==> config.mk <==
export PLATFORM = sky130hd
export DESIGN_NAME = load_extend
export DESIGN_NICKNAME = d
export VERILOG_FILES = /design/src/rtl/mem_stage_pkg.sv /design/src/rtl/load_extend.sv
export VERILOG_INCLUDE_DIRS = /design/src /design/src/include
export SDC_FILE = /design/constraint.sdc
export NUM_CORES = 1
export LEC_CHECK = 0
export BUFFER_PORTS_ARGS = -buffer_cell sky130_fd_sc_hd__buf_4
export CORE_UTILIZATION = 42
export DETAILED_ROUTE_END_ITERATION = 7
export GPL_TIMING_DRIVEN = 0
export PLACE_DENSITY = 0.83
export SYNTH_ARGS = -nofsm -noshare
export SYNTH_HDL_FRONTEND = slang
export SYNTH_SLANG_ARGS = --single-unit
==> constraint.sdc <==
create_clock -name vclk -period 1.33
set_input_delay 0.133 -clock vclk [all_inputs]
set_output_delay 0.133 -clock vclk [all_outputs]
set_load 0.01 [all_outputs]
==> src/include/mem_stage_cfg.svh <==
`ifndef MEM_STAGE_CFG_SVH
`define MEM_STAGE_CFG_SVH

// Byte address bits decoded by the data RAM, upper bits wrap
`define MEM_ADDR_BITS 12

// Word index width and RAM depth
`define MEM_INDEX_BITS (`MEM_ADDR_BITS - 2)
`define MEM_WORDS (1 << `MEM_INDEX_BITS)

// MIPS cause codes for address errors
`define EXC_ADEL 5'd4 // load or fetch
`define EXC_ADES 5'd5 // store

`endif
==> src/rtl/mem_stage_pkg.sv <==
`include "mem_stage_cfg.svh"

package mem_stage_pkg;

    // Access kind, encoding follows the decode stage
    typedef enum logic [2:0]
    {
        ACC_W  = 3'b000,
        ACC_H  = 3'b010,
        ACC_HU = 3'b011,
        ACC_B  = 3'b100,
        ACC_BU = 3'b101,
        ACC_WL = 3'b110,
        ACC_WR = 3'b111
    } mem_access_e;

    typedef enum logic [4:0]
    {
        EXC_NONE = 5'd0,
        EXC_ADEL = `EXC_ADEL,
        EXC_ADES = `EXC_ADES
    } exc_code_e;

    typedef struct packed
    {
        logic        valid;
        logic        we;
        mem_access_e access;
        logic [31:0] addr;
        logic [31:0] wdata;
        logic [31:0] rt_old; // Old rt value for LWL/LWR
        logic [31:0] pc;
    } mem_req_t;

    typedef struct packed
    {
        logic [31:0] rdata;
        logic        exc;
        exc_code_e   exc_code;
    } mem_rsp_t;

    typedef struct packed
    {
        logic        we;
        logic [1:0]  addr;
        logic [31:0] wdata;
    } cfg_req_t;

endpackage

==> src/rtl/load_extend.sv <==
`timescale 1ns/1ps

module load_extend
(
    input  logic [31:0]                rd_word,
    input  mem_stage_pkg::mem_access_e access,
    input  logic [1:0]                 eff_offset,
    input  logic [31:0]                rt_old,
    output logic [31:0]                rdata
);
    logic [4:0]  lo_shift;
    logic [4:0]  hi_shift;
    logic [31:0] lane;
    logic [31:0] wl_mask;
    logic [31:0] wr_mask;

    assign lo_shift = {eff_offset, 3'b000};
    assign hi_shift = {~eff_offset, 3'b000};

    // Addressed byte or half moved down to bit 0
    assign lane = rd_word >> lo_shift;

    // Bits taken from memory for each merge
    assign wl_mask = 32'hffff_ffff << hi_shift;
    assign wr_mask = 32'hffff_ffff >> lo_shift;

    always_comb
    begin
        case (access)
            mem_stage_pkg::ACC_H:
                rdata = {{16{lane[15]}}, lane[15:0]};
            mem_stage_pkg::ACC_HU:
                rdata = {16'd0, lane[15:0]};
            mem_stage_pkg::ACC_B:
                rdata = {{24{lane[7]}}, lane[7:0]};
            mem_stage_pkg::ACC_BU:
                rdata = {24'd0, lane[7:0]};
            mem_stage_pkg::ACC_WL:
                rdata = (rd_word << hi_shift) | (rt_old & ~wl_mask); // Keep low rt bytes
            mem_stage_pkg::ACC_WR:
                rdata = (rd_word >> lo_shift) | (rt_old & ~wr_mask);
            default:
                rdata = rd_word;
        endcase
    end

endmodule

======== After elaboration in Yosys (flattened, before gate mapping) ========
Cells that the tools add are included.
storage, ports and cells
  register bits after elaboration ......... 0
  input bits .............................. 69
operators by class
  equal/unequal tests ..................... 6
  shift operators ......................... 4
  mux-type cells .......................... 1
  bitwise operators ....................... 7
operator list
  cell                     count
  $pmux W32 S6             1
  $and A32 B32 Y32         2
  $not A32 Y32             2
  $or A32 B32 Y32          2
  $shl A32 B5 Y32          1
  $shl A32 B5 Y32 const A  1
  $shr A32 B5 Y32          1
  $shr A32 B5 Y32 const A  1
  $eq A3 B3 Y1 const B     4
  $eq A3 B2 Y1 const B     2
  $not A2 Y2               1

======== Logic depth before layout (Yosys ltp) ========
  depth in word-level cells ............... 6
  depth in mapped cells ................... 8
  mapped depth without buffers ............ 4

======== Worst setup path after synthesis ========
Ideal clock, no wire load.
  path type ............................... input to output
  start ................................... input port eff_offset[0]
  end ..................................... output port rdata[10]
  arrival ................................. 1.328 ns
  data required time ...................... 1.197 ns
  path slack .............................. -0.131 ns
  cell stages on the path ................. 5
  path buffers ............................ 1
  cell sequence ........................... buf_6 mux4_2 nand2_2 nand2_4 o32a_1
between the ends
  longest elaborated chain between the ends .. 6
  elaborated cells between the ends (all ways) .. 12
  those cells by class .................... shift: 4; mux: 1; bitwise: 7
RTL lines
  item              RTL line           text
  start, declared   load_extend.sv:7   input logic [1:0] eff_offset,
  $not A2 Y2        load_extend.sv:18  assign hi_shift = {~eff_offset, 3'b000};
  $shl A32 B5 Y32   load_extend.sv:24  assign wl_mask = 32'hffff_ffff << hi_shift;
  $not A32 Y32      load_extend.sv:39  rdata = (rd_word << hi_shift) | (rt_old & ~wl_mask);
  $and A32 B32 Y32  load_extend.sv:39
  $or A32 B32 Y32   load_extend.sv:39
  $pmux W32 S6 (*)  load_extend.sv:29  case (access)
  end, declared     load_extend.sv:9   output logic [31:0] rdata
Every way passes the cells marked *; elsewhere a longest branch is shown, timed or not.

======== Worst setup path in the final report ========
  start ................................... input port eff_offset[0]
  end ..................................... output port rdata[12]
The elaborated chain is that of the path after synthesis.

==> results.py <==
metrics = {
    "final_layout": {
        "finalInstanceArea_mm2": 0.00297,
        "drive_gt1_frac": 0.536,
        "nets": 422,
        "multi_input_area_mm2": 0.00181,
        "utilization": 0.781,
        "seq_cell_count": 0,
        "n_antenna_cell": 0,
        "n_clock_buffer": 0,
        "seqCellArea_um2": 0,
        "fillers": 292,
        "syn2layout_area_growth_pct": 71.9,
    },
    "floorplanning": {
        "io_pins": 101,
        "initial_core_util": 0.454,
        "fp.dieH_um": 66.1,
        "core.rowCount": 22,
        "die_w_um": 66.1,
        "die_area_mm2": 0.00437,
        "core_mm2": 0.00380,
    },
    "detailed_routing": {
        "drc_errors": 0,
        "dr.pass1.iters": 7,
        "drtAntennaViolNets": 0,
        "via_count": 2665,
        "drt-initial-drc-count": 337,
        "routed_wl_um": 8160,
        "wire_per_inst_um": 20.4,
        "avgViaCountPerCell": 6.68,
    },
    "sta": {
        "grt_setup_unrepaired": "true",
        "slew-limit-headroom": 0.646,
        "slew_viol_final": 0,
        "layout_setup_ws_ps": -447,
        "worst_pin_slew_ps": 531,
        "min_period_ps": 1780,
        "hold_viol": 0,
        "fin_crit_sh": 1.34,
        "setup_viol": 32,
        "fmax_mhz": 563,
    },
    "logic_synthesis": {
        "syn_area_per_cell_um2": 7.10,
        "synthTopCellsByCount": "46 x mux2i_1, 37 x nor2_1, 20 x nand2_1",
        "synth_most_common_cell": "mux2i_1",
        "synth_cell_types": 37,
        "synth-seq-area-share": 0,
        "yosys.area.top_type": "mux2i_1",
        "ys_warn_count": 0,
        "synthesis.area_mm2": 0.00173,
        "syn_nets": 312,
        "synth_top_area_share": 0.267,
        "synth_area_leaders": "mux2i_1 27%, o32a_1 8.7%, nor2_1 8.0%, mux2_2 6.5%, a211oi_1 6.1%",
        "synthCells": 243,
    },
    "placement": {
        "dp_slack_ps": -554,
        "gp_congestion": 0.986,
        "dp_hpwl_um": 5460,
        "io_buffers": 100,
        "post_dp_cell_area_mm2": 0.00261,
    },
    "pwr": {
        "power_density_mw_per_mm2": 441,
        "ir_drop_v": 0.000249,
        "p_leak_nw": 1.34,
        "p_total_w": 0.00131,
    },
    "setup_path": {
        "crit_required_ps": 1200,
        "cp-end-kind": "output port",
        "path_max_fanout": 7,
        "worstSetupPathType": "input port to output port",
        "startpoint_type": "input port",
        "cp.arrival_ps": 1640,
    },
    "grt": {
        "track_usage": 0.363,
        "grt_antenna_before_repair": 0,
        "grt_max_degree": 11,
        "grt_pass1_wl_um": 12100,
        "grt_overflow": 0,
        "grt_pass1_vias": 2525,
    },
    "clock_tree": {
        "cts_hold_buf": 0,
    },
    "status": {
        "violations": "setup timing",
        "outcome": "finished with violations",
    },
    "hold_path": {
        "min_path_cells": 3,
        "min_from": "rd_word[11]",
        "holdPathEnd": "rdata[11]",
        "hp-class": "input port to output port",
    },
    "flow_run": {
        "maxCapViolations": 0,
    },
}
[worst max-delay path: stages]
cell	delay, ps
buf_8	90
buf_12	120
buf_12	120
clkinvlp_4	220
a221oi_2	360
a211oi_1	90
o32a_1	370
buf_4	150
[through the flow]
stage	instances	setup TNS [ps]	hold WS, ps
after global placement	391	-14540	604
final	399	-10500	601
after detailed placement	391	-14860	590
after floorplan	243	-476	411
after global routing	399	-11660	615
after CTS	397	-9340	603
[where the power goes]
group          internal (W)  switching, W  leakage (nW)
logic              0.000676      0.000631          1.34
registers                 0             0             0
clock network             0             0             0
[worst max-delay path by stage]
stage / from / end / cells after the start
6_report: eff_offset[0] / rdata[12] / 8
5_1_grt: eff_offset[0] / rdata[12] / 8
4_1_cts: eff_offset[0] / rdata[12] / 7
3_5_place_dp: access[1] / rdata[7] / 8
3_3_place_gp: access[1] / rdata[7] / 8
2_1_floorplan: eff_offset[0] / rdata[10] / 5
[cell type report]
type                       instances  area share
buffer                            21      0.0645
multi-input combinational        216       0.609
inverter                           2     0.00380
tap                               48      0.0202
timing repair buffer             112       0.303
[placed cells by master, fill, tap and decap left out, types with 3 or more instances in the layout]
master,count
buf_4,108
nor2_1,35
mux2i_1,34
nand2_1,19
o32a_1,15
o21ai_0,15
a211oi_1,13
buf_6,11
mux2i_2,9
a21oi_1,9
a221oi_2,7
a21oi_2,7
mux2_2,7
buf_12,4
a32oi_1,4
buf_2,3
mux2_4,3
mux2i_4,3
clkbuf_2,3
[kinds of logic after synthesis]
logic type / share of synthesized area
mux: 0.358
simple gates: 0.179
buf+inv: 0.0848
compound gates: 0.378
[repair_timing]
action,CTS,global route
endpoints found under the setup margin,32,32
buffers inserted,9,3
pin swaps,8,10
resized for setup,41,32
[per-layer routing]
metal | vias to the layer above | global-route usage | share of wire
met1 | 1236 | 0.434 | 0.37
li1 | 1174 | - | -
met5 | - | 0 | 0
met4 | 0 | 0.154 | 0.027
met2 | 226 | 0.625 | 0.49
met3 | 29 | 0.0690 | 0.11
No activity file was read; power rests on OpenSTA's default activity.
