[src/include/mem_stage_cfg.svh]
`ifndef MEM_STAGE_CFG_SVH
`define MEM_STAGE_CFG_SVH

// Byte address bits decoded by the data RAM, upper bits wrap
`define MEM_ADDR_BITS 12

// Word index width and RAM depth
`define MEM_INDEX_BITS (`MEM_ADDR_BITS - 2)
`define MEM_WORDS (1 << `MEM_INDEX_BITS)

// MIPS cause codes for address errors
`define EXC_ADEL 5'd4 // load or fetch
`define EXC_ADES 5'd5 // store

`endif
[src/rtl/mem_stage_pkg.sv]
`include "mem_stage_cfg.svh"

package mem_stage_pkg;

    // Access kind, encoding follows the decode stage
    typedef enum logic [2:0]
    {
        ACC_W  = 3'b000,
        ACC_H  = 3'b010,
        ACC_HU = 3'b011,
        ACC_B  = 3'b100,
        ACC_BU = 3'b101,
        ACC_WL = 3'b110,
        ACC_WR = 3'b111
    } mem_access_e;

    typedef enum logic [4:0]
    {
        EXC_NONE = 5'd0,
        EXC_ADEL = `EXC_ADEL,
        EXC_ADES = `EXC_ADES
    } exc_code_e;

    typedef struct packed
    {
        logic        valid;
        logic        we;
        mem_access_e access;
        logic [31:0] addr;
        logic [31:0] wdata;
        logic [31:0] rt_old; // Old rt value for LWL/LWR
        logic [31:0] pc;
    } mem_req_t;

    typedef struct packed
    {
        logic [31:0] rdata;
        logic        exc;
        exc_code_e   exc_code;
    } mem_rsp_t;

    typedef struct packed
    {
        logic        we;
        logic [1:0]  addr;
        logic [31:0] wdata;
    } cfg_req_t;

endpackage

[src/rtl/mem_align_check.sv]
`timescale 1ns/1ps

module mem_align_check
(
    input  mem_stage_pkg::mem_req_t  req,
    input  logic                     check_en,
    output logic                     exc,
    output mem_stage_pkg::exc_code_e exc_code,
    output logic                     ram_we,
    output logic [1:0]               eff_offset
);
    logic [1:0] offset;
    logic       is_word;
    logic       is_half;
    logic       misaligned;

    assign offset  = req.addr[1:0];
    assign is_word = (req.access == mem_stage_pkg::ACC_W);
    assign is_half = (req.access == mem_stage_pkg::ACC_H) ||
                     (req.access == mem_stage_pkg::ACC_HU);

    // Bytes and the unaligned merges never fault
    assign misaligned = (is_word && (offset != 2'b00)) || (is_half && offset[0]);

    assign exc = req.valid && check_en && misaligned;

    always_comb
    begin
        if (!exc)
            exc_code = mem_stage_pkg::EXC_NONE;
        else if (req.we)
            exc_code = mem_stage_pkg::EXC_ADES;
        else
            exc_code = mem_stage_pkg::EXC_ADEL;
    end

    assign ram_we = req.valid && req.we && !exc; // Faulting store is dropped

    // Offset both data paths use when checking is off
    always_comb
    begin
        if (is_word)
            eff_offset = 2'b00;
        else if (is_half)
            eff_offset = {offset[1], 1'b0};
        else
            eff_offset = offset;
    end

endmodule

[config.mk]
export PLATFORM = sky130hd
export DESIGN_NAME = mem_align_check
export DESIGN_NICKNAME = d
export VERILOG_FILES = /design/src/rtl/mem_stage_pkg.sv /design/src/rtl/mem_align_check.sv
export VERILOG_INCLUDE_DIRS = /design/src /design/src/include
export SDC_FILE = /design/constraint.sdc
export NUM_CORES = 1
export LEC_CHECK = 0
export ABC_AREA = 1
export BUFFER_PORTS_ARGS = -buffer_cell sky130_fd_sc_hd__buf_2
export CAP_MARGIN = 20
export CORE_AREA = 5 5 52 54
export DETAILED_ROUTE_END_ITERATION = 16
export DIE_AREA = 0 0 57 59
export GPL_ROUTABILITY_DRIVEN = 1
export PLACE_DENSITY = 0.74
export SLEW_MARGIN = 20
export SYNTH_ARGS = -nofsm -noshare
export SYNTH_HDL_FRONTEND = slang
export SYNTH_SLANG_ARGS = --single-unit
export TNS_END_PERCENT = 10
[constraint.sdc]
create_clock -name vclk -period 0.8
set_input_delay 0.16 -clock vclk [all_inputs]
set_output_delay 0.16 -clock vclk [all_outputs]
set_load 0.02 [all_outputs]
* Word level (Yosys, flattened, before mapping)
Index checks and enable logic that the tools add are counted.
** Cells by class
- $add $sub $neg :: 0
- $mul :: 0
- Divide/modulo/power cells :: 0
- Order comparisons :: 0
- Equal/unequal tests :: 2
- Shift-type cells :: 0
- Multiplexer cells :: 4
- Bitwise gates (word level) :: 0
- Reduce and logical (&&, ||, !) cells :: 11
** Operator list (number)
- == test 3 x 2 -> 1 bit, second input constant :: 2
- logical AND 1 bit :: 6
- logical NOT 3 bit :: 1
- 2-to-1 mux 3 bit :: 1
- logical OR 1 bit :: 2
- 2-to-1 mux 1 bit :: 2
- 2-to-1 mux 2 bit :: 1
- nonzero test 2 bit :: 1
- logical NOT 1 bit :: 1
** Storage, ports and cells
- Flip-flop bits (word level) :: 0
- Bits in latches :: 0
- RAM bits :: 0
- Bits in read-only memories :: 0
- Input port bits :: 134
- Logic and storage cells :: 17
- Memories kept :: 0

* Depth between registers and ports, before layout
Gate-level depths: netlist (run 1).
- Depth after elaboration :: 7
- Mapped depth :: 6
- Gate-level depth less buffers :: 5

* Worst setup path before layout (run 1)
No wires, ideal clock.
- Path type :: input port to output port
- Start point :: in req[128] (netlist name)
- End point :: out exc_code[2]
- Data arrival time :: 0.762 ns
- Required time :: 0.640 ns
- Path slack :: -0.122 ns
- Cell stages on the path :: 6
- Buffers on the path :: 1
- Cells stage by stage :: nor2_1 -> nand2_1 -> nand2_2 -> nand2_2 -> inv_1 -> buf_4
** On the way
- Longest elaborated chain between the ends :: 6
- Elaborated cells on any way between the ends :: 9
** Ends and longest elaborated chain
- from (decl) :: line mem_align_check.sv:5 : input mem_stage_pkg::mem_req_t req,
- == test 3 x 2 -> 1 bit (on tied branches) :: line mem_align_check.sv:19, mem_align_check.sv:20
- logical OR 1 bit :: line mem_align_check.sv:19 : assign is_half = (req.access == mem_stage_pkg::ACC_H) ||
- logical AND 1 bit :: line mem_align_check.sv:23 : assign misaligned = (is_word && (offset != 2'b00)) || (is_half && offset[0]);
- logical OR 1 bit * :: line mem_align_check.sv:23
- logical AND 1 bit * :: line mem_align_check.sv:25 : assign exc = req.valid && check_en && misaligned;
- via exc :: line mem_align_check.sv:7 : output logic exc,
- 2-to-1 mux 3 bit * :: line mem_align_check.sv:29 : if (!exc)
- to (decl) :: line mem_align_check.sv:8 : output mem_stage_pkg::exc_code_e exc_code,
Mark *: on every way through the listed nets, which the timed path passes. The rest lies on a longest branch.

* Worst setup path after layout (run 1)
- Start point :: in req[128] (netlist name)
- End point :: out exc_code[0]
** On the way
- Longest elaborated chain between the ends :: 6
- Elaborated cells on any way between the ends :: 9
** Ends and longest elaborated chain (line)
- == test 3 x 2 -> 1 bit (on tied branches) :: mem_align_check.sv:19, mem_align_check.sv:20
- logical OR 1 bit :: mem_align_check.sv:19
- logical AND 1 bit :: mem_align_check.sv:23
- logical OR 1 bit * :: mem_align_check.sv:23
- logical AND 1 bit * :: mem_align_check.sv:25
- 2-to-1 mux 3 bit * :: mem_align_check.sv:29
Mark *: on every way between the ends. The rest lies on a longest branch, timed or not.

==> results of run 1 <==
-- what timing repair did --
item / 4_1_cts / 5_1_grt
pin swaps: 0 / 2
setup endpoints to repair: 6 / 6
hold buffers: 0 / 0
resized for setup: 10 / 4
buffers inserted: 0 / 0
-- cell type report --
class	instances	area (um^2)	share of cell area, %
inverter	6	22.52	8.867
multi-input combinational	17	87.58	34.48
tap	28	35.03	13.79
timing repair buffer	14	108.9	42.86
-- routing by layer --
metal	vias to the layer above	track usage (%)	wire, um
met5	-	0	0
met2	9	4.078	208
met1	66	2.574	178
met3	0	0.8715	44
li1	89	-	-
met4	0	0	0
-- through the flow --
step	cell area (um^2)	power, mW	setup slack [ns]
after global routing	254.0	0.1284	-0.1638
after CTS	240.2	0.1133	-0.1410
after global placement	205.2	0.09611	-0.1736
after floorplan	130.1	0.07048	-0.04910
final	254.0	0.1185	-0.1088
after detailed placement	205.2	0.09725	-0.1770
-- cells by family (layout without fill, tap and decap cells) --
group / after synthesis / count (layout) / share of synthesized area, %
simple gates: 12 / 12 / 45.91
other cells: 1 / 3 / 3.058
buf+inv: 10 / 20 / 42.86
compound gates: 2 / 2 / 8.155
-- cell usage in the layout (no fill, tap or decap) --
cell type  instances
a21oi_1            1
nor2_4             1
nand2_1            2
conb_1             3
inv_1              5
nor2_2             2
nand3_1            1
nor2_1             3
o21ai_0            1
buf_2              6
buf_4              3
buf_6              5
inv_2              1
nand2_2            3
-- how the worst max path moves through the flow --
stage	startpoint	end	depth (start not counted)
CTS	req[128]	exc_code[0]	7
global route	req[128]	exc_code[0]	7
global placement	req[130]	exc_code[0]	7
finish	req[128]	exc_code[0]	7
floorplan	req[96]	ram_we	3
detailed placement	req[130]	exc_code[0]	7
-- power by group through the flow --
stage	Sequential (mW)	Combinational, mW	Clock [mW]
floorplan	0	0.0705	0
global placement	0	0.0961	0
detailed placement	0	0.0973	0
CTS	0	0.113	0
global route	0	0.128	0
finish	0	0.118	0
-- worst min-delay path: stages --
cell    delay (ns)
buf_2         0.10
inv_1         0.06
nor2_2        0.04
buf_6         0.12
==> flow_results.xml, run 1 <==
<?xml version="1.0" encoding="UTF-8"?>
<metrics>
  <group name="setup_path">
    <metric name="worstPathRequired" unit="ns">0.64</metric>
    <metric name="critPathArrivalTime" unit="ns">0.75</metric>
    <metric name="crit_chain" unit="">buf_6, nor2_4, nand2_2, nand2_2, nand2_2, nor2_2, buf_6</metric>
    <metric name="delay_of_the_slowest_cell_on_the_worst_path" unit="ns">0.12</metric>
    <metric name="start_kind" unit="">input pin</metric>
    <metric name="worstSetupPathType" unit="">in -&gt; out</metric>
    <metric name="worst_path_max_delay_cell" unit="">buf_6</metric>
    <metric name="critical_path.most_common_cell" unit="">nand2_2</metric>
    <metric name="crit_buf_inv" unit="">2</metric>
    <metric name="crit_fanout" unit="">2</metric>
    <metric name="worst_path_dominant_cell_family" unit="">simple AND/OR/NAND/NOR gates</metric>
    <metric name="timing.critical_path.to_type" unit="">primary output</metric>
  </group>
  <group name="die">
    <metric name="rows" unit="">17</metric>
    <metric name="die_h" unit="um">59</metric>
    <metric name="io_pins" unit="">143</metric>
    <metric name="chipWidth" unit="um">57</metric>
    <metric name="die_area" unit="um^2">3363</metric>
    <metric name="initial_core_utilization" unit="%">5.652</metric>
    <metric name="core" unit="um^2">2170</metric>
  </group>
  <group name="placed_design">
    <metric name="port_buffers" unit="">14</metric>
    <metric name="place_congestion" unit="">0.6769</metric>
    <metric name="detailed_place_hpwl" unit="um">418.7</metric>
    <metric name="dp.cells" unit="">65</metric>
  </group>
  <group name="pwr">
    <metric name="netSwitchingPower" unit="mW">0.06717</metric>
    <metric name="design_internal_power" unit="mW">0.05133</metric>
    <metric name="swShare" unit="%">56.69</metric>
    <metric name="power.static_leakage" unit="nW">0.1463</metric>
    <metric name="clock_power_share" unit="%">0</metric>
    <metric name="pwr_density_cell" unit="nW/um^2">466.5</metric>
    <metric name="p_comb_share" unit="%">100.0</metric>
    <metric name="seqPwrFrac" unit="%">0</metric>
    <metric name="max-vdd-ir-drop" unit="mV">0.1215</metric>
  </group>
  <group name="route">
    <metric name="routed_wl" unit="um">431</metric>
    <metric name="detail-route-antenna-nets" unit="">0</metric>
    <metric name="detail_route.iter0.violations" unit="">1</metric>
    <metric name="avgViaCountPerCell" unit="">2.523</metric>
    <metric name="drt-pass1-iter-count" unit="">2</metric>
    <metric name="num_vias" unit="">164</metric>
    <metric name="route.detailed.wl_per_inst" unit="um">6.631</metric>
    <metric name="drt_drc_violations_left" unit="">0</metric>
  </group>
  <group name="synthesis">
    <metric name="yosysWarningCount" unit="">0</metric>
    <metric name="yosysTopAreaCellShare" unit="%">24.49</metric>
    <metric name="synth_commonest_cells" unit="">6 x inv_1, 4 x buf_4, 4 x nor2_1, 3 x nand2_1</metric>
    <metric name="synthDominantAreaCellType" unit="">buf_4</metric>
    <metric name="synth.yosys.seq_area_share" unit="%">0</metric>
    <metric name="synthMostInstantiatedCell" unit="">inv_1</metric>
    <metric name="count_of_mapped_cells_out_of_synthesis" unit="">25</metric>
    <metric name="post_synth_main_area_contributors" unit="">buf_4 24%, inv_1 18%, nor2_1 12%</metric>
    <metric name="netlist-cell-type-count" unit="">10</metric>
    <metric name="post_synth.cell_area_avg" unit="um^2">4.905</metric>
    <metric name="mappedNetlistArea" unit="um^2">122.6</metric>
  </group>
  <group name="timing">
    <metric name="finalMaxSlewViolations" unit="">0</metric>
    <metric name="setup_tns" unit="ns">-0.4016</metric>
    <metric name="setup_viol_count_final" unit="">6</metric>
    <metric name="setup_slack" unit="ns">-0.1088</metric>
    <metric name="worst_hold_slack" unit="ns">0.6389</metric>
    <metric name="final_worst_path_period_need" unit="ns">0.9088</metric>
    <metric name="rsz0062_at_grt" unit="">true</metric>
    <metric name="timing.fmax" unit="MHz">1100</metric>
    <metric name="final_hold_viol_count" unit="">0</metric>
    <metric name="final.period_utilization" unit="%">113.6</metric>
  </group>
  <group name="final_layout">
    <metric name="clock_buffer_cells" unit="">0</metric>
    <metric name="area_delta_synth_final" unit="%">107.1</metric>
    <metric name="post_route_cells_drive_above_1_share" unit="%">56.76</metric>
    <metric name="nets" unit="">173</metric>
    <metric name="final_util" unit="%">11.71</metric>
    <metric name="final.fill_count" unit="">274</metric>
    <metric name="area.sequential" unit="um^2">0</metric>
    <metric name="num_antenna_cells" unit="">0</metric>
    <metric name="finish.cell_count_without_fillers" unit="">65</metric>
    <metric name="n_sequential_cell" unit="">0</metric>
  </group>
  <group name="worst_hold_path">
    <metric name="hold_path_startpoint" unit="">req[131]</metric>
    <metric name="timing.hold.worst_endpoint" unit="">exc_code[0]</metric>
    <metric name="min_path_cells" unit="">4</metric>
    <metric name="hp-class" unit="">in -&gt; out</metric>
  </group>
  <group name="outcome">
    <metric name="status" unit="">complete, but fails checks</metric>
    <metric name="violations_in_the_final_reports" unit="">negative setup slack</metric>
  </group>
  <group name="run">
    <metric name="maxCapViolCount" unit="">0</metric>
  </group>
  <group name="global_route">
    <metric name="via_count_of_the_first_global_routing_pass" unit="">150</metric>
    <metric name="grtUsageTotal" unit="%">2.213</metric>
    <metric name="grt_max_degree" unit="">4</metric>
    <metric name="grt.overflow.total" unit="">0</metric>
    <metric name="grt_pass1_wl" unit="um">593</metric>
    <metric name="initial_antenna_violation_count" unit="">0</metric>
  </group>
</metrics>
No activity file was read; power rests on OpenSTA's default activity.
==> inputs of run 2 (changes only) <==
--- a/config.mk
+++ b/config.mk
@@ -6,7 +6,6 @@
 export SDC_FILE = /design/constraint.sdc
 export NUM_CORES = 1
 export LEC_CHECK = 0
-export ABC_AREA = 1
 export BUFFER_PORTS_ARGS = -buffer_cell sky130_fd_sc_hd__buf_2
 export CAP_MARGIN = 20
 export CORE_AREA = 5 5 52 54
==> run 2 against run 1 <==
Highest routed layer unchanged; sequential share of layout area unchanged; synthesized cell count down 28%; maximum frequency down 27%; clock-buffer cell count unchanged; combinational power up 9%; critical path type unchanged; die area unchanged; global-route usage up 0.45 points; the run still ends with negative setup slack left; design area up 3.9%; cell count down 4.6%; hold slack better by 0.044 ns; first-iteration DRC count down 100%; core utilization up 0.46 points.
==> flow_results.xml, run 2 <==
<?xml version="1.0" encoding="UTF-8"?>
<metrics>
  <group name="global_route">
    <metric name="initial_antenna_violation_count" unit="">0</metric>
    <metric name="grt.overflow.total" unit="">0</metric>
    <metric name="via_count_of_the_first_global_routing_pass" unit="">151</metric>
    <metric name="grtUsageTotal" unit="%">2.665</metric>
    <metric name="grt_pass1_wl" unit="um">690</metric>
    <metric name="grt_max_degree" unit="">4</metric>
  </group>
  <group name="synthesis">
    <metric name="post_synthesis_share_of_cell_area_spent_on_xor_and_xnor_gates" unit="%">0</metric>
    <metric name="synth_compound_area_share" unit="%">17.89</metric>
    <metric name="netlist-cell-type-count" unit="">10</metric>
    <metric name="count_of_mapped_cells_out_of_synthesis" unit="">18</metric>
    <metric name="post_synth_main_area_contributors" unit="">buf_4 25%, nor2_1 13%, nand2b_4 12%</metric>
    <metric name="yosysWarningCount" unit="">0</metric>
    <metric name="synth.yosys.seq_area_share" unit="%">0</metric>
    <metric name="synth_top_family_by_area" unit="">simple AND/OR/NAND/NOR gates</metric>
    <metric name="yosysTopAreaCellShare" unit="%">25.26</metric>
    <metric name="post_synth.cell_area_avg" unit="um^2">6.604</metric>
    <metric name="synth_commonest_cells" unit="">4 x buf_4, 4 x nor2_1, 3 x inv_1</metric>
    <metric name="synth.mux.area_fraction" unit="%">0</metric>
    <metric name="synthDominantAreaCellType" unit="">buf_4</metric>
    <metric name="synth_adder_area_share" unit="%">0</metric>
    <metric name="synth_simple_gate_area_share" unit="%">44.21</metric>
    <metric name="mappedNetlistArea" unit="um^2">118.9</metric>
  </group>
  <group name="placed_design">
    <metric name="detailed_place_hpwl" unit="um">441</metric>
    <metric name="place_congestion" unit="">0.6832</metric>
    <metric name="place_area" unit="um^2">239.0</metric>
    <metric name="placement.setup.worst_slack" unit="ns">-0.4992</metric>
    <metric name="port_buffers" unit="">14</metric>
  </group>
  <group name="timing">
    <metric name="setup_tns" unit="ns">-2.030</metric>
    <metric name="timing.fmax" unit="MHz">807.6</metric>
    <metric name="final_hold_viol_count" unit="">0</metric>
    <metric name="setup_viol_count_final" unit="">6</metric>
    <metric name="rsz0062_at_grt" unit="">true</metric>
    <metric name="final_worst_path_period_need" unit="ns">1.238</metric>
    <metric name="finalMaxSlewViolations" unit="">0</metric>
    <metric name="final.period_utilization" unit="%">154.8</metric>
    <metric name="setup_slack" unit="ns">-0.4382</metric>
  </group>
  <group name="setup_path">
    <metric name="worst_path_dominant_cell_family" unit="">compound AO/OA/AOI/OAI gates</metric>
    <metric name="critical_path.most_common_cell" unit="">buf_6</metric>
    <metric name="worstPathRequired" unit="ns">0.64</metric>
    <metric name="delay_of_the_slowest_cell_on_the_worst_path" unit="ns">0.43</metric>
    <metric name="critPathArrivalTime" unit="ns">1.08</metric>
    <metric name="crit_start" unit="">req[129]</metric>
    <metric name="start_kind" unit="">input pin</metric>
    <metric name="critical_path_cell_count" unit="">5</metric>
    <metric name="crit_chain" unit="">buf_6, nand2b_4, a2111o_1, nor2b_4, buf_6</metric>
    <metric name="worst_path_max_delay_cell" unit="">a2111o_1</metric>
    <metric name="timing.critical_path.to_type" unit="">primary output</metric>
    <metric name="crit_buf_inv" unit="">2</metric>
    <metric name="crit_fanout" unit="">3</metric>
    <metric name="worstSetupPathType" unit="">in -&gt; out</metric>
  </group>
  <group name="pwr">
    <metric name="max-vdd-ir-drop" unit="mV">0.08305</metric>
    <metric name="clock_power_share" unit="%">0</metric>
    <metric name="netSwitchingPower" unit="mW">0.06511</metric>
    <metric name="p_comb_share" unit="%">100.0</metric>
    <metric name="swShare" unit="%">50.51</metric>
    <metric name="power.static_leakage" unit="nW">0.1459</metric>
    <metric name="seqPwrFrac" unit="%">0</metric>
    <metric name="total_power" unit="mW">0.1289</metric>
    <metric name="design_internal_power" unit="mW">0.06379</metric>
    <metric name="pwr_density_cell" unit="nW/um^2">488.2</metric>
  </group>
  <group name="die">
    <metric name="core" unit="um^2">2170</metric>
    <metric name="io_pins" unit="">143</metric>
    <metric name="chipWidth" unit="um">57</metric>
    <metric name="initial_core_utilization" unit="%">5.479</metric>
    <metric name="rows" unit="">17</metric>
    <metric name="die_h" unit="um">59</metric>
    <metric name="die_area" unit="um^2">3363</metric>
  </group>
  <group name="final_layout">
    <metric name="post_route_cells_drive_above_1_share" unit="%">67.65</metric>
    <metric name="n_sequential_cell" unit="">0</metric>
    <metric name="area.sequential" unit="um^2">0</metric>
    <metric name="num_antenna_cells" unit="">0</metric>
    <metric name="final.fill_count" unit="">269</metric>
    <metric name="clock_buffer_cells" unit="">0</metric>
    <metric name="area_delta_synth_final" unit="%">122.1</metric>
    <metric name="nets" unit="">170</metric>
    <metric name="multi_input_comb_area" unit="um^2">95.09</metric>
    <metric name="design_area" unit="um^2">264.0</metric>
    <metric name="final_util" unit="%">12.17</metric>
    <metric name="leading_cell_types_in_the_layout_fill_and_taps_excluded" unit="">8 x buf_2, 8 x buf_4, 3 x inv_1, 3 x nor2_1, 3 x conb_1</metric>
  </group>
  <group name="route">
    <metric name="detail-route-antenna-nets" unit="">0</metric>
    <metric name="routed_wl" unit="um">465</metric>
    <metric name="avgViaCountPerCell" unit="">2.403</metric>
    <metric name="detail_route.iter0.violations" unit="">0</metric>
    <metric name="num_vias" unit="">149</metric>
    <metric name="drt_drc_violations_left" unit="">0</metric>
    <metric name="drt-pass1-iter-count" unit="">1</metric>
    <metric name="route.detailed.wl_per_inst" unit="um">7.500</metric>
  </group>
  <group name="run">
    <metric name="maxCapViolCount" unit="">0</metric>
  </group>
  <group name="outcome">
    <metric name="violations_in_the_final_reports" unit="">negative setup slack</metric>
    <metric name="status" unit="">complete, but fails checks</metric>
  </group>
  <group name="worst_hold_path">
    <metric name="hp-class" unit="">in -&gt; out</metric>
    <metric name="hold_path_startpoint" unit="">req[128]</metric>
    <metric name="min_path_cells" unit="">3</metric>
  </group>
</metrics>
-- run 2: per-layer routing --
layer  GRT usage, %  part of all wire, %  up-vias
met5              0                    0        -
met2          5.220                   54        8
met3         0.2179                  6.9        0
met1          3.346                   39       61
li1               -                    -       80
met4              0                    0        0
-- run 2: layout make-up --
class / count / area share [%]
tap: 28 / 13.27
multi-input combinational: 13 / 36.02
inverter: 3 / 4.265
timing repair buffer: 18 / 46.45
-- run 2: logic make-up (layout without fill, tap and decap cells) --
group,after synthesis,in the layout
AOI/OAI and AO/OA,2,2
buffers and inverters,7,21
and+or+nand+nor,8,8
other,1,3
-- run 2: what timing repair did --
item / CTS / global route
pin swaps: 2 / 2
endpoints found under the hold margin: 0 / 0
hold buffers: 0 / 0
buffers inserted: 0 / 0
resized for setup: 6 / 2
setup endpoints to repair: 6 / 6
-- run 2: final timing paths --
kind,endpoint,slack (ns)
max,ram_we,-0.44
min,eff_offset[1],0.68
-- run 2: power by group through the flow --
stage	Sequential [mW]	Clock, mW	Combinational (mW)
final	0	0	0.129
after global routing	0	0	0.140
after CTS	0	0	0.127
after detailed placement	0	0	0.118
after global placement	0	0	0.117
after floorplan	0	0	0.0770
-- run 2: per-stage QoR --
step	cells	hold WS [ns]
detailed placement	62	0.6843
finish	62	0.6824
global placement	62	0.6822
CTS	62	0.6856
floorplan	20	0.4472
global route	62	0.7070
