`src/include/mem_stage_cfg.svh`:
```
`ifndef MEM_STAGE_CFG_SVH
`define MEM_STAGE_CFG_SVH

// Byte address bits decoded by the data RAM, upper bits wrap
`define MEM_ADDR_BITS 12

// Word index width and RAM depth
`define MEM_INDEX_BITS (`MEM_ADDR_BITS - 2)
`define MEM_WORDS (1 << `MEM_INDEX_BITS)

// MIPS cause codes for address errors
`define EXC_ADEL 5'd4 // load or fetch
`define EXC_ADES 5'd5 // store

`endif
```
`src/rtl/mem_stage_pkg.sv`:
```
`include "mem_stage_cfg.svh"

package mem_stage_pkg;

    // Access kind, encoding follows the decode stage
    typedef enum logic [2:0]
    {
        ACC_W  = 3'b000,
        ACC_H  = 3'b010,
        ACC_HU = 3'b011,
        ACC_B  = 3'b100,
        ACC_BU = 3'b101,
        ACC_WL = 3'b110,
        ACC_WR = 3'b111
    } mem_access_e;

    typedef enum logic [4:0]
    {
        EXC_NONE = 5'd0,
        EXC_ADEL = `EXC_ADEL,
        EXC_ADES = `EXC_ADES
    } exc_code_e;

    typedef struct packed
    {
        logic        valid;
        logic        we;
        mem_access_e access;
        logic [31:0] addr;
        logic [31:0] wdata;
        logic [31:0] rt_old; // Old rt value for LWL/LWR
        logic [31:0] pc;
    } mem_req_t;

    typedef struct packed
    {
        logic [31:0] rdata;
        logic        exc;
        exc_code_e   exc_code;
    } mem_rsp_t;

    typedef struct packed
    {
        logic        we;
        logic [1:0]  addr;
        logic [31:0] wdata;
    } cfg_req_t;

endpackage

```
`src/rtl/mem_exc_regs.sv`:
```
`timescale 1ns/1ps

module mem_exc_regs
(
    input  logic                     clk,
    input  logic                     reset,
    input  mem_stage_pkg::cfg_req_t  cfg,
    output logic [31:0]              cfg_rdata,
    output logic                     check_en,
    input  logic                     exc,
    input  mem_stage_pkg::exc_code_e exc_code,
    input  logic [31:0]              addr,
    input  logic [31:0]              pc
);
    mem_stage_pkg::exc_code_e last_code; // Cause style field, control bits 6:2
    logic [31:0]              bad_vaddr;
    logic [31:0]              exc_pc;
    logic [31:0]              exc_count;
    logic                     count_clear;

    assign count_clear = cfg.we && (cfg.addr == 2'd3);

    always_ff @(posedge clk)
    begin
        if (reset)
        begin
            check_en  <= 1'b1;
            last_code <= mem_stage_pkg::EXC_NONE;
            bad_vaddr <= '0;
            exc_pc    <= '0;
            exc_count <= '0;
        end
        else
        begin
            if (cfg.we && (cfg.addr == 2'd0))
                check_en <= cfg.wdata[0];

            if (exc)
            begin
                last_code <= exc_code;
                bad_vaddr <= addr;
                exc_pc    <= pc;
            end

            // Clear wins over a same-cycle fault
            if (count_clear)
                exc_count <= '0;
            else if (exc && (exc_count != '1))
                exc_count <= exc_count + 32'd1;
        end
    end

    always_comb
    begin
        case (cfg.addr)
            2'd0:    cfg_rdata = {25'd0, last_code, 1'b0, check_en};
            2'd1:    cfg_rdata = bad_vaddr;
            2'd2:    cfg_rdata = exc_pc;
            default: cfg_rdata = exc_count;
        endcase
    end

endmodule

```
`config.mk`:
```
export PLATFORM = sky130hd
export DESIGN_NAME = mem_exc_regs
export DESIGN_NICKNAME = d
export VERILOG_FILES = /design/src/rtl/mem_stage_pkg.sv /design/src/rtl/mem_exc_regs.sv
export VERILOG_INCLUDE_DIRS = /design/src /design/src/include
export SDC_FILE = /design/constraint.sdc
export NUM_CORES = 1
export LEC_CHECK = 0
export BUFFER_PORTS_ARGS = -buffer_cell sky130_fd_sc_hd__buf_2
export CAP_MARGIN = 0
export CORE_MARGIN = 2
export CORE_UTILIZATION = 26
export DETAILED_ROUTE_END_ITERATION = 10
export PLACE_DENSITY_LB_ADDON = 0.25
export SLEW_MARGIN = 30
export SYNTH_ARGS = -nofsm -noshare
export SYNTH_HDL_FRONTEND = slang
export SYNTH_SLANG_ARGS = --single-unit
export TNS_END_PERCENT = 30
```
`constraint.sdc`:
```
create_clock -name clk -period 2.3 [get_ports clk]
set_clock_uncertainty 0.1 [all_clocks]
set_input_delay 0.115 -clock clk [delete_from_list [all_inputs] [get_ports clk]]
set_output_delay 0.115 -clock clk [all_outputs]
set_load 0.005 [all_outputs]
```
## Word level (Yosys, flattened, before mapping)

Cells that the tools add are included.
W data, S select, Z words.

| storage, ports and cells | value |
|---|---|
| flip-flop bits (word level) | 102 |
| bits of input ports | 107 |
| output and inout bits | 33 |
| logic and storage cells | 16 |

| operators by class | value |
|---|---|
| add/sub/neg operators | 1 |
| eq/ne operators | 4 |
| mux-type cells | 1 |
| reduce and logical (&&, ||, !) cells | 5 |

Operators with widths:

| cell | count |
|---|---|
| $pmux W32 S3 | 1 |
| $add A32 B1 Y32 const B | 1 |
| $ne A32 B32 Y1 const B | 1 |
| $eq A2 B2 Y1 const B | 2 |
| $logic_and A1 B1 Y1 | 3 |
| $eq A2 B1 Y1 const B | 1 |
| $logic_not A2 Y1 | 1 |
| $reduce_or A2 Y1 | 1 |

## Depth between registers and ports, before layout

Gate-level depths: netlist of run 1.

| logic depth | value |
|---|---|
| depth in word-level cells | 3 |
| mapped depth | 8 |
| depth with buffers taken out | 6 |

## Worst setup path after synthesis of run 1

OpenSTA, ideal clock, no wires.

| timing | value |
|---|---|
| kind | flip-flop to flip-flop |
| start point | register exc_count[6] |
| end point | register exc_count[5] |
| data arrival time | 1.852 ns |
| data required time | 2.072 ns |
| path slack | 0.220 ns |
| cell stages (with the launch flop) | 8 |
| cell sequence | dfxtp_1 -> nand4_2 -> or4_1 -> buf_6 -> o31ai_4 -> buf_6 -> xor2_1 -> nor2_1 |

| on the way | value |
|---|---|
| longest elaborated chain between the ends | 2 |

Ends and longest elaborated chain:

| what | RTL line | RTL |
|---|---|---|
| start: declaration | mem_exc_regs.sv:18 | `logic [31:0] exc_count;` |
| start signal: assignment | mem_exc_regs.sv:49 | `exc_count <= exc_count + 32'd1;` |
| $ne A32 B32 Y1 | mem_exc_regs.sv:48 | `else if (exc && (exc_count != '1))` |
| $logic_and A1 B1 Y1 | mem_exc_regs.sv:48 |  |

No other way between the ends.
A chain may end at the register's enable or synchronous reset.

## Worst setup path in the final report of run 1

| timing | value |
|---|---|
| start point | register exc_count[1] |
| end point | register exc_count[29] |

| on the way | value |
|---|---|
| longest elaborated chain between the ends | 2 |
| elaborated cells between the ends (all ways) | 3 |
| those cells by class | add/sub: 1; eq/ne: 1; reduce/logical: 1 |

Ends and longest elaborated chain:

| what |
|---|
| branches (longest 2 deep; another with $add A32 B1 Y32) |

Parallel ways; which one is timed is not known.

==> results of run 1 <==
[metal layers]
metal  global-route usage, %  vias to the layer above  wire length [um]
li1                        -                     2154                 -
met1                    18.9                     2083              6550
met2                    23.6                       85              6610
met3                    1.78                       17               435
met4                    4.57                        0               256
met5                       0                        -                 0
[repair_timing]
| action | CTS | global route |
|---|---|---|
| hold buffers | 70 | 0 |
| resized for setup | 0 | 5 |
| endpoints found under the setup margin | 0 | 13 |
| buffers inserted | 0 | 1 |
| hold endpoints to repair | 70 | 0 |
[cells in the mapped netlist, types with 2 or more instances]
cell type | n | area, um2
a21oi_1 | 18 | 90.1
nand4_2 | 3 | 37.5
clkbuf_1 | 27 | 101
buf_1 | 3 | 11.3
o21ai_0 | 12 | 60.1
and3_1 | 3 | 18.8
o31ai_1 | 5 | 37.5
nor2b_1 | 2 | 12.5
o311ai_4 | 2 | 52.6
nor2_1 | 85 | 319
a31oi_1 | 4 | 25.0
nand2_1 | 17 | 63.8
mux2i_1 | 69 | 691
a22o_1 | 26 | 228
a31o_2 | 2 | 17.5
o31ai_4 | 2 | 42.5
and4_1 | 4 | 35.0
inv_1 | 4 | 15.0
xnor2_1 | 4 | 35.0
or3_1 | 13 | 81.3
nand4_1 | 8 | 50.1
a41o_1 | 3 | 30.0
nor4_1 | 3 | 18.8
xor2_1 | 4 | 35.0
nand3_1 | 6 | 30.0
dfxtp_1 | 102 | 2040
or4_1 | 8 | 60.1
mux4_2 | 6 | 135
mux2_2 | 26 | 293
o211ai_1 | 2 | 15.0
buf_6 | 2 | 22.5
[cells by family after synthesis]
family | count (synthesis) | share of synthesized area, %
muxes | 101 | 23.2
adders and majority gates | 1 | 0.259
buffers and inverters | 37 | 3.22
and+or+nand+nor | 157 | 16.2
DFF | 102 | 42.3
xor gates and xnor gates | 8 | 1.45
AOI/OAI and AO/OA | 80 | 13.3
[layout make-up]
class | instances | area (um2)
inverters | 4 | 15.0
clock buffers | 11 | 253
clock inverters | 4 | 32.5
repair buffers | 209 | 1490
well taps | 229 | 287
multi-input cells | 347 | 2650
fillers | 1775 | 11300
flip-flops and latches | 102 | 2040
[power breakdown]
part | leakage (nW) | internal, W | switching (W)
logic | 2.03 | 0.000283 | 0.000222
registers | 0.836 | 0.00184 | 0.0000399
clock network | 0.134 | 0.000791 | 0.000657
[flip-flops by register name (all words and copies together) (netlist names)]
signal	cells
exc_count	32
exc_pc	32
check_en	1
last_code	5
bad_vaddr	32
[layout by cell type (no fill, tap or decap), types with 3 or more instances in the layout]
cell type | netlist | final
mux2_2 | 26 | 26
nor2_1 | 85 | 85
clkbuf_16 | 0 | 9
nand2_1 | 17 | 17
dlygate4sd3_1 | 0 | 70
dfxtp_1 | 102 | 102
o31ai_1 | 5 | 5
and3_1 | 3 | 3
o21ai_0 | 12 | 12
a21oi_1 | 18 | 18
buf_4 | 0 | 30
or3_1 | 13 | 13
xor2_1 | 4 | 4
or4_1 | 8 | 8
nand4_1 | 8 | 8
a41o_1 | 3 | 3
nand3_1 | 6 | 5
xnor2_1 | 4 | 4
mux2i_1 | 69 | 69
buf_2 | 1 | 107
a31oi_1 | 4 | 4
nor4_1 | 3 | 3
inv_1 | 4 | 4
and4_1 | 4 | 4
a22o_1 | 26 | 26
mux4_2 | 6 | 6
[worst max-delay path, delay by kind of cell, from the launching register on]
family / cells / cell delay, ns
buffers and inverters: 1 / 0.21
DFF: 1 / 0.36
and+or+nand+nor: 4 / 1.10
AOI/OAI and AO/OA: 1 / 0.06
adders and majority gates: 1 / 0.22
[per-stage QoR]
stage | hold slack (ns) | cells | total power, W | setup WS [ns] | utilization, %
finish | 0.183 | 906 | 0.00383 | 0.127 | 37.5
global route | 0.206 | 906 | 0.00400 | -0.0186 | 37.5
CTS | 0.166 | 905 | 0.00388 | 0.0904 | 37.3
detailed placement | 0.221 | 820 | 0.00233 | 0.0915 | 31.8
global placement | 0.216 | 820 | 0.00232 | 0.151 | 31.8
floorplan | 0.133 | 486 | 0.00216 | 0.220 | -
[worst min path at each step]
| stage | startpoint | to | slack, ns | cells past startpoint |
|---|---|---|---|---|
| 2_1_floorplan | cfg[0] | check_en$_SDFFE_PP1P_ | 0.13 | 1 |
| 3_3_place_gp | cfg[0] | check_en$_SDFFE_PP1P_ | 0.22 | 2 |
| 3_5_place_dp | cfg[0] | check_en$_SDFFE_PP1P_ | 0.22 | 2 |
| 4_1_cts | cfg[34] | check_en$_SDFFE_PP1P_ | 0.17 | 4 |
| 5_1_grt | exc | exc_count[4]$_SDFFE_PP0P_ | 0.21 | 5 |
| 6_report | cfg[34] | check_en$_SDFFE_PP1P_ | 0.18 | 4 |
==> results.sh, run 1 <==
export IMPL_finalSetupTns_ns=0
export IMPL_fp_row_count=49
export IMPL_cellPowerDensity_mw_per_mm2=566
export IMPL_die_w_um=140
export IMPL_die_h_um=140
export IMPL_synthCells=486
export IMPL_synthArstFlopShare_pct=0
export IMPL_worstSetupEndpoint="exc_count[29]$_SDFFE_PP0P_"
export IMPL_vias_per_cell=4.79
export IMPL_r2r_start="exc_count[1]$_SDFFE_PP0P_"
export IMPL_grt_max_degree=71
export IMPL_drt_total_wl_um=13900
export IMPL_min_period_ns=2.17
export IMPL_slew_headroom_pct=47.4
export IMPL_synth_top_flop_cell="dfxtp_1"
export IMPL_ant_nets=0
export IMPL_synth_area_per_cell_um2=9.92
export IMPL_portBuffers=108
export IMPL_clk_pin_slew_ns=0.07
export IMPL_startpoint_type="register"
export IMPL_grt_pass1_vias=4362
export IMPL_finalSetupViolations=0
export IMPL_rsz0062_at_grt="true"
export IMPL_wl_per_cell_um=15.3
export IMPL_cp_max_fo=10
export IMPL_startpoint="exc_count[1]$_SDFFE_PP0P_"
export IMPL_required_ns=2.41
export IMPL_clk_path_buf_depth=2
export IMPL_hold_violations=0
export IMPL_cts_buffers=9
export IMPL_ir_drop_mv=0.315
export IMPL_dr_pass1_iters=4
export IMPL_drive_gt1_share_pct=29.8
export IMPL_path_cells="ha_2 > nand3_1 > or4_1 > buf_4 > nor3_4 > or4_1 > a21oi_1"
export IMPL_initial_core_util_pct=26.7
export IMPL_antenna_diode_count=0
export IMPL_cp_slowest_cell="or4_1"
export IMPL_netlist_area_mm2=0.00482
export IMPL_maxCapViolCount=0
export IMPL_ioPinCount=140
export IMPL_cts_root_buffer_cell="clkbuf_16"
export IMPL_fmax_ghz=0.460
export IMPL_fin_area_mm2=0.00677
export IMPL_dpl_hpwl_um=9950
export IMPL_status="completed"
export IMPL_reg2reg_to="exc_count[29]$_SDFFE_PP0P_"
export IMPL_cts_sinks=102
export IMPL_worst_setup_path_end_kind="register"
export IMPL_cpMostUsedCell="or4_1"
export IMPL_synth_seq_cells=102
export IMPL_cp_arrival_ns=2.28
export IMPL_coreArea_mm2=0.0181
export IMPL_drt_initial_drc_count=176
export IMPL_timing_final_crit_share_pct=94.5
export IMPL_grt_remaining_overflow=0
export IMPL_cts_tree="yes"
export IMPL_tightest_slew_ns=0.789
export IMPL_rr_worst_depth=7
export IMPL_hold_path_class="input port to register"
export IMPL_antenna_found_initial=0
export IMPL_finalMaxSlewViolations=0
export IMPL_dr_total_vias=4339
export IMPL_yosys_warnings=0
export IMPL_post_synth_num_cell_types=42
export IMPL_crit_type="register to register"
export IMPL_grt_usage_pct=14.1
export IMPL_die_area_mm2=0.0197
export IMPL_synth_nets=594
export IMPL_num_nets_final=781
export IMPL_synth_edff_count=0
export IMPL_cts_max_level=3
export IMPL_routabilityCongestion=0.819
export IMPL_leakage_nw=3.00
export IMPL_drcViolationCount=0
export IMPL_dpl_cell_area_mm2=0.00575
export IMPL_grt_pass1_wl_um=22400
export IMPL_cpPeakStageDelay_ns=0.42
export IMPL_worstSkewPairLatency_ns=0.34
export IMPL_ys_seq_area_share_pct=42.3
export IMPL_syn2layout_area_growth_pct=40.5
export IMPL_r2r_slack_ns=0.13
Note: power is estimated with default switching activity, not from simulation.
==> inputs of run 2 (changes only) <==
--- a/config.mk
+++ b/config.mk
@@ -6,6 +6,7 @@
 export SDC_FILE = /design/constraint.sdc
 export NUM_CORES = 1
 export LEC_CHECK = 0
+export ABC_AREA = 1
 export BUFFER_PORTS_ARGS = -buffer_cell sky130_fd_sc_hd__buf_2
 export CAP_MARGIN = 0
 export CORE_MARGIN = 2
==> run 2 against run 1 <==
Compared with the run above:
- total power rose by 3.2%
- register-to-register slack improved by 0.28 ns
- clock power rose by 9%
- critical path type unchanged
==> results.sh, run 2 <==
export IMPL_yosys_warnings=0
export IMPL_ctsHoldBuffers=72
export IMPL_dpl_cell_area_mm2=0.00583
export IMPL_dpl_hpwl_um=11100
export IMPL_fp_row_count=50
export IMPL_startpoint="exc_count[1]$_SDFFE_PP0P_"
export IMPL_hold_path_class="input port to register"
export IMPL_synth_edff_count=0
export IMPL_r2r_slack_ns=0.41
export IMPL_drt_initial_drc_count=175
export IMPL_dr_total_vias=5385
export IMPL_ys_seq_area_share_pct=40.8
export IMPL_reg2reg_to="exc_count[12]$_SDFFE_PP0P_"
export IMPL_routabilityCongestion=0.832
export IMPL_cts_root_buffer_cell="clkbuf_16"
export IMPL_clk_pin_slew_ns=0.07
export IMPL_vias_per_cell=4.48
export IMPL_status="completed"
export IMPL_ir_drop_mv=0.341
export IMPL_min_period_ns=1.89
export IMPL_postCtsSetupBuffers=0
export IMPL_fin_ws_ns=0.410
export IMPL_worstSetupEndpoint="exc_count[12]$_SDFFE_PP0P_"
export IMPL_drt_total_wl_um=16000
export IMPL_antenna_found_initial=0
export IMPL_finalMaxSlewViolations=0
export IMPL_drive_gt1_share_pct=16.9
export IMPL_synth_common_cells="nor2_1 (190), nand2_1 (178), dfxtp_1 (102)"
export IMPL_cts_max_level=3
export IMPL_coreArea_mm2=0.0188
export IMPL_synth_top_flop_cell="dfxtp_1"
export IMPL_hold_violations=0
export IMPL_post_synth_num_cell_types=28
export IMPL_grt_pass1_vias=5337
export IMPL_cts_sinks=102
export IMPL_worstSkewPairLatency_ns=0.35
export IMPL_final_cell_mix="nor2_1 (188), nand2_1 (178), buf_2 (108), dfxtp_1 (102), dlygate4sd3_1 (72)"
export IMPL_leakage_nw=2.67
export IMPL_antenna_diode_count=0
export IMPL_ioPinCount=140
export IMPL_finalSetupTns_ns=0
export IMPL_final_common_cell="nor2_1"
export IMPL_cts_resized=0
export IMPL_slew_headroom_pct=55.3
export IMPL_cts_tree="yes"
export IMPL_synthArstFlopShare_pct=0
export IMPL_top_regs="bad_vaddr (32), exc_count (32), exc_pc (32)"
export IMPL_crit_type="register to register"
export IMPL_tightest_slew_ns=0.671
export IMPL_grt_pass1_wl_um=26500
export IMPL_cp_max_fo=24
export IMPL_startpoint_type="register"
export IMPL_worst_setup_path_end_kind="register"
export IMPL_rr_worst_depth=10
export IMPL_post_synth_top_area_fraction_pct=40.8
export IMPL_finalSetupViolations=0
export IMPL_grt_max_degree=71
export IMPL_synth_area_per_cell_um2=6.50
export IMPL_clk_path_buf_depth=2
export IMPL_r2r_start="exc_count[1]$_SDFFE_PP0P_"
export IMPL_num_nets_final=1044
export IMPL_rsz0062_at_grt="false"
export IMPL_netlist_area_mm2=0.00501
export IMPL_wl_per_cell_um=13.3
export IMPL_maxCapViolCount=0
export IMPL_synth_area_leaders="dfxtp_1 (41%), nor2_1 (14%), nand2_1 (13%)"
export IMPL_cts_buffers=9
export IMPL_timing_final_crit_share_pct=82.2
export IMPL_fin_area_mm2=0.00685
export IMPL_die_w_um=143
export IMPL_cp_arrival_ns=2.06
export IMPL_synth_seq_cells=102
export IMPL_synth_largest_area_cell="dfxtp_1"
export IMPL_synth_nets=878
export IMPL_die_h_um=143
export IMPL_syn2layout_area_growth_pct=36.7
export IMPL_grt_remaining_overflow=0
export IMPL_portBuffers=108
export IMPL_synthCells=770
export IMPL_synth_most_common_cell="nor2_1"
export IMPL_ant_nets=0
export IMPL_cellPowerDensity_mw_per_mm2=578
export IMPL_initial_core_util_pct=26.6
export IMPL_drcViolationCount=0
export IMPL_die_area_mm2=0.0204
export IMPL_place_ws_ns=0.425
export IMPL_required_ns=2.47
export IMPL_fmax_ghz=0.529
export IMPL_grt_usage_pct=16.1
export IMPL_dr_pass1_iters=4
## run 2: changes by cell type after synthesis, sizes merged, moves of 24 or more
cell / change
mux2: -26
nand3: +31
a22o: -24
mux2i: -69
nor2: +113
nand2: +167
o21ai: +60
inv: +49
## run 2: power by group
part | switching [W] | internal, W | total [W] | leakage (nW)
registers | 0.0000402 | 0.00185 | 0.00189 | 0.840
logic | 0.000250 | 0.000236 | 0.000486 | 1.68
clock network | 0.000699 | 0.000878 | 0.00158 | 0.150
## run 2: worst max-delay path, stage by stage, from the launching register on
cell	delay [ns]
dfxtp_1	0.39
ha_1	0.23
nand3_1	0.14
inv_2	0.11
nand2_2	0.06
nor2_4	0.12
nand3_4	0.19
buf_12	0.23
nand2_1	0.06
nand2_1	0.05
a21oi_1	0.13
## run 2: worst min path at each step
stage                startpoint                          to  slack, ns  cells past startpoint
floorplan              addr[18]  bad_vaddr[18]$_SDFFE_PP0P_       0.15                      2
global placement    exc_code[0]   last_code[0]$_SDFFE_PP0P_       0.24                      3
detailed placement  exc_code[0]   last_code[0]$_SDFFE_PP0P_       0.24                      3
CTS                       reset  exc_count[30]$_SDFFE_PP0P_       0.14                      4
global route              reset  exc_count[23]$_SDFFE_PP0P_       0.18                      4
finish                    reset  exc_count[30]$_SDFFE_PP0P_       0.14                      4
## run 2: cells by family after synthesis
group	Yosys count	synth area share, %
buffers and inverters	93	7.79
and+or+nand+nor	435	35.4
AOI/OAI and AO/OA	135	15.0
adders and majority gates	1	0.250
DFF	102	40.8
xor gates and xnor gates	4	0.699
## run 2: layout make-up
class / instances / area (um2)
Fill cell: 2053 / 12000
Multi-Input combinational cell: 575 / 2580
Sequential cell: 102 / 2040
Timing Repair Buffer: 194 / 1390
Tap cell: 260 / 325
Clock buffer: 11 / 243
Inverter: 54 / 203
Clock inverter: 5 / 57.6
## run 2: per-stage QoR
| step | power [W] | cells | util [%] | hold WS (ns) |
|---|---|---|---|---|
| global placement | 0.00232 | 1113 | 30.9 | 0.235 |
| finish | 0.00396 | 1201 | 36.4 | 0.144 |
| CTS | 0.00399 | 1201 | 36.4 | 0.145 |
| detailed placement | 0.00232 | 1113 | 30.9 | 0.242 |
| floorplan | 0.00214 | 770 | - | 0.150 |
| global route | 0.00413 | 1201 | 36.4 | 0.177 |
## run 2: metal layers
layer / GRT usage, % / vias up / share of wire [%]
met3: 2.52 / 8 / 3.5
li1: - / 2810 / -
met2: 27.8 / 97 / 49
met5: 0 / - / 0
met4: 3.86 / 0 / 0.80
met1: 21.2 / 2470 / 47
==> inputs of run 3 (changes only) <==
==> constraint.sdc (replaced) <==
create_clock -name clk -period 1.8 [get_ports clk]
set_clock_uncertainty 0.1 [all_clocks]
set_input_delay 0.09 -clock clk [delete_from_list [all_inputs] [get_ports clk]]
set_output_delay 0.09 -clock clk [all_outputs]
set_load 0.005 [all_outputs]
==> run 3 against run 2 <==
Compared with the run above:
- combinational power up 30%
- non-clock buffer count up 19
- final area increased by 2.5%
- clock-buffer cell count grew 1
- core utilization increased by 0.90 points
- total power is 24% higher
- largest cell class unchanged
- fmax grew 14%
- critical endpoint is now exc_count[27]$_SDFFE_PP0P_
- worst setup slack got worse by 0.27 ns
- highest routed layer unchanged
- critical path depth shrank 2
- cell count is 1.3% higher
- worst hold slack better by 0.026 ns
==> results.sh, run 3 (synthesis gave the netlist of run 2 again) <==
export IMPL_path_cells="nand2_1 > nor2_1 > nand2_1 > nor2_1 > nand3_2 > nand2_1 > nand2_1 > a21oi_1"
export IMPL_drt_total_wl_um=15900
export IMPL_fin_ws_ns=0.145
export IMPL_maxCapViolCount=0
export IMPL_fp_row_count=50
export IMPL_p_clk_share_pct=37.7
export IMPL_finalMaxSlewViolations=0
export IMPL_clk_path_buf_depth=2
export IMPL_fmax_ghz=0.604
export IMPL_ioPinCount=140
export IMPL_die_area_mm2=0.0204
export IMPL_routabilityCongestion=0.871
export IMPL_rr_worst_depth=8
export IMPL_reg2reg_to="exc_count[27]$_SDFFE_PP0P_"
export IMPL_cts_sinks=102
export IMPL_worst_setup_path_end_kind="register"
export IMPL_vias_per_cell=4.41
export IMPL_dr_total_vias=5370
export IMPL_min_period_ns=1.66
export IMPL_grt_pass1_wl_um=26000
export IMPL_dpl_hpwl_um=11300
export IMPL_dr_pass1_iters=4
export IMPL_cellPowerDensity_mw_per_mm2=698
export IMPL_critPathTopFamily="simple AND/OR/NAND/NOR gates"
export IMPL_cts_buffers=9
export IMPL_final_cell_mix="nor2_1 (183), nand2_1 (176), buf_2 (108), dfxtp_1 (99), dlygate4sd3_1 (72)"
export IMPL_hold_depth=5
export IMPL_crit_type="register to register"
export IMPL_ant_nets=0
export IMPL_grt_max_degree=40
export IMPL_grt_usage_pct=15.9
export IMPL_hold_violations=0
export IMPL_die_h_um=143
export IMPL_final_common_cell="nor2_1"
export IMPL_r2r_start="exc_count[18]$_SDFFE_PP0P_"
export IMPL_min_from="exc"
export IMPL_place_ws_ns=0.0112
export IMPL_cts_root_buffer_cell="clkbuf_16"
export IMPL_top_regs="bad_vaddr (32), exc_count (32), exc_pc (32)"
export IMPL_cp_slowest_cell="dfxtp_1"
export IMPL_hold_path_class="input port to register"
export IMPL_wl_per_cell_um=13.1
export IMPL_startpoint_type="register"
export IMPL_p_int_w=0.00367
export IMPL_cpPeakStageDelay_ns=0.40
export IMPL_status="completed"
export IMPL_combPwrFrac_pct=12.9
export IMPL_drt_initial_drc_count=322
export IMPL_clk_pin_slew_ns=0.07
export IMPL_drcViolationCount=0
export IMPL_cpMostUsedCell="nand2_1"
export IMPL_p_sw_w=0.00122
export IMPL_worstSkewPairLatency_ns=0.35
export IMPL_leakage_nw=2.75
export IMPL_switching_share_pct=25.0
export IMPL_portBuffers=108
export IMPL_timing_final_crit_share_pct=92.0
export IMPL_cp_max_fo=7
export IMPL_num_nets_final=1063
export IMPL_holdPathEnd="exc_count[3]$_SDFFE_PP0P_"
export IMPL_finalSetupViolations=0
export IMPL_postCtsSetupBuffers=0
export IMPL_syn2layout_area_growth_pct=40.1
export IMPL_r2r_slack_ns=0.14
export IMPL_p_seq_share_pct=49.4
export IMPL_tightest_slew_ns=0.432
export IMPL_postLayoutCoreUtil_pct=37.3
export IMPL_coreArea_mm2=0.0188
export IMPL_grt_remaining_overflow=0
export IMPL_grt_pass1_vias=5234
export IMPL_initial_core_util_pct=26.6
export IMPL_rsz0062_at_grt="true"
export IMPL_path_buf_inv=0
export IMPL_cts_tree="yes"
export IMPL_required_ns=1.98
export IMPL_cts_max_level=3
export IMPL_ir_drop_mv=0.405
export IMPL_antenna_found_initial=0
export IMPL_drive_gt1_share_pct=20.0
export IMPL_antenna_diode_count=0
export IMPL_slew_headroom_pct=71.2
export IMPL_cp_arrival_ns=1.84
export IMPL_die_w_um=143
[run 3: power groups by stage]
stage	Sequential, W	Clock [W]	Combinational (W)
finish	0.00242	0.00185	0.000631
global route	0.00243	0.00198	0.000705
floorplan	0.00246	0	0.000276
CTS	0.00242	0.00189	0.000633
detailed placement	0.00247	0	0.000512
global placement	0.00247	0	0.000513
[run 3: tightest hold or removal path: stages]
cell and delay, ns:
buf_2 0.14, nand2_2 0.09, nor2_4 0.04, xor2_1 0.13, a21oi_1 0.07
[run 3: cell type report]
class	count	area [um2]
multi-input cells	575	2650
fillers	2001	11800
flip-flops and latches	102	2050
clock buffers	12	256
well taps	260	325
repair buffers	213	1530
inverters	54	203
clock inverters	1	7.51
[run 3: worst max-delay path by stage]
stage	from	end	slack (ns)	cells after the start
CTS	exc_count[1]$_SDFFE_PP0P_	exc_count[20]$_SDFFE_PP0P_	0.02	10
global route	exc_count[0]$_SDFFE_PP0P_	exc_count[27]$_SDFFE_PP0P_	-0.002	9
detailed placement	exc_count[1]$_SDFFE_PP0P_	exc_count[20]$_SDFFE_PP0P_	0.01	10
finish	exc_count[18]$_SDFFE_PP0P_	exc_count[27]$_SDFFE_PP0P_	0.14	8
floorplan	exc_count[1]$_SDFFE_PP0P_	exc_count[4]$_SDFFE_PP0P_	0.23	9
global placement	exc_count[1]$_SDFFE_PP0P_	exc_count[17]$_SDFFE_PP0P_	0.08	10
[run 3: timing repair]
item,in CTS,in global routing
gates cloned,0,0
gates resized for setup,1,20
hold buffers,72,0
hold endpoints to repair,70,0
pin swaps,0,3
setup endpoints to repair,1,30
[run 3: metal layers]
metal	global-route usage [%]	vias up	share of wire, %
met5	0	-	0
li1	-	2838	-
met4	3.91	0	1.2
met2	26.9	74	48
met1	20.9	2442	48
met3	2.82	16	2.5
[run 3: metrics by stage]
step | hold slack [ns] | instance area (um2) | setup TNS (ns) | power, W | std cells
2_1_floorplan | 0.125 | 5010 | 0 | 0.00273 | 770
3_3_place_gp | 0.214 | 5960 | 0 | 0.00298 | 1132
3_5_place_dp | 0.217 | 5960 | 0 | 0.00298 | 1132
4_1_cts | 0.148 | 6940 | 0 | 0.00494 | 1217
5_1_grt | 0.210 | 7020 | -0.00184 | 0.00511 | 1217
6_report | 0.170 | 7020 | 0 | 0.00490 | 1217
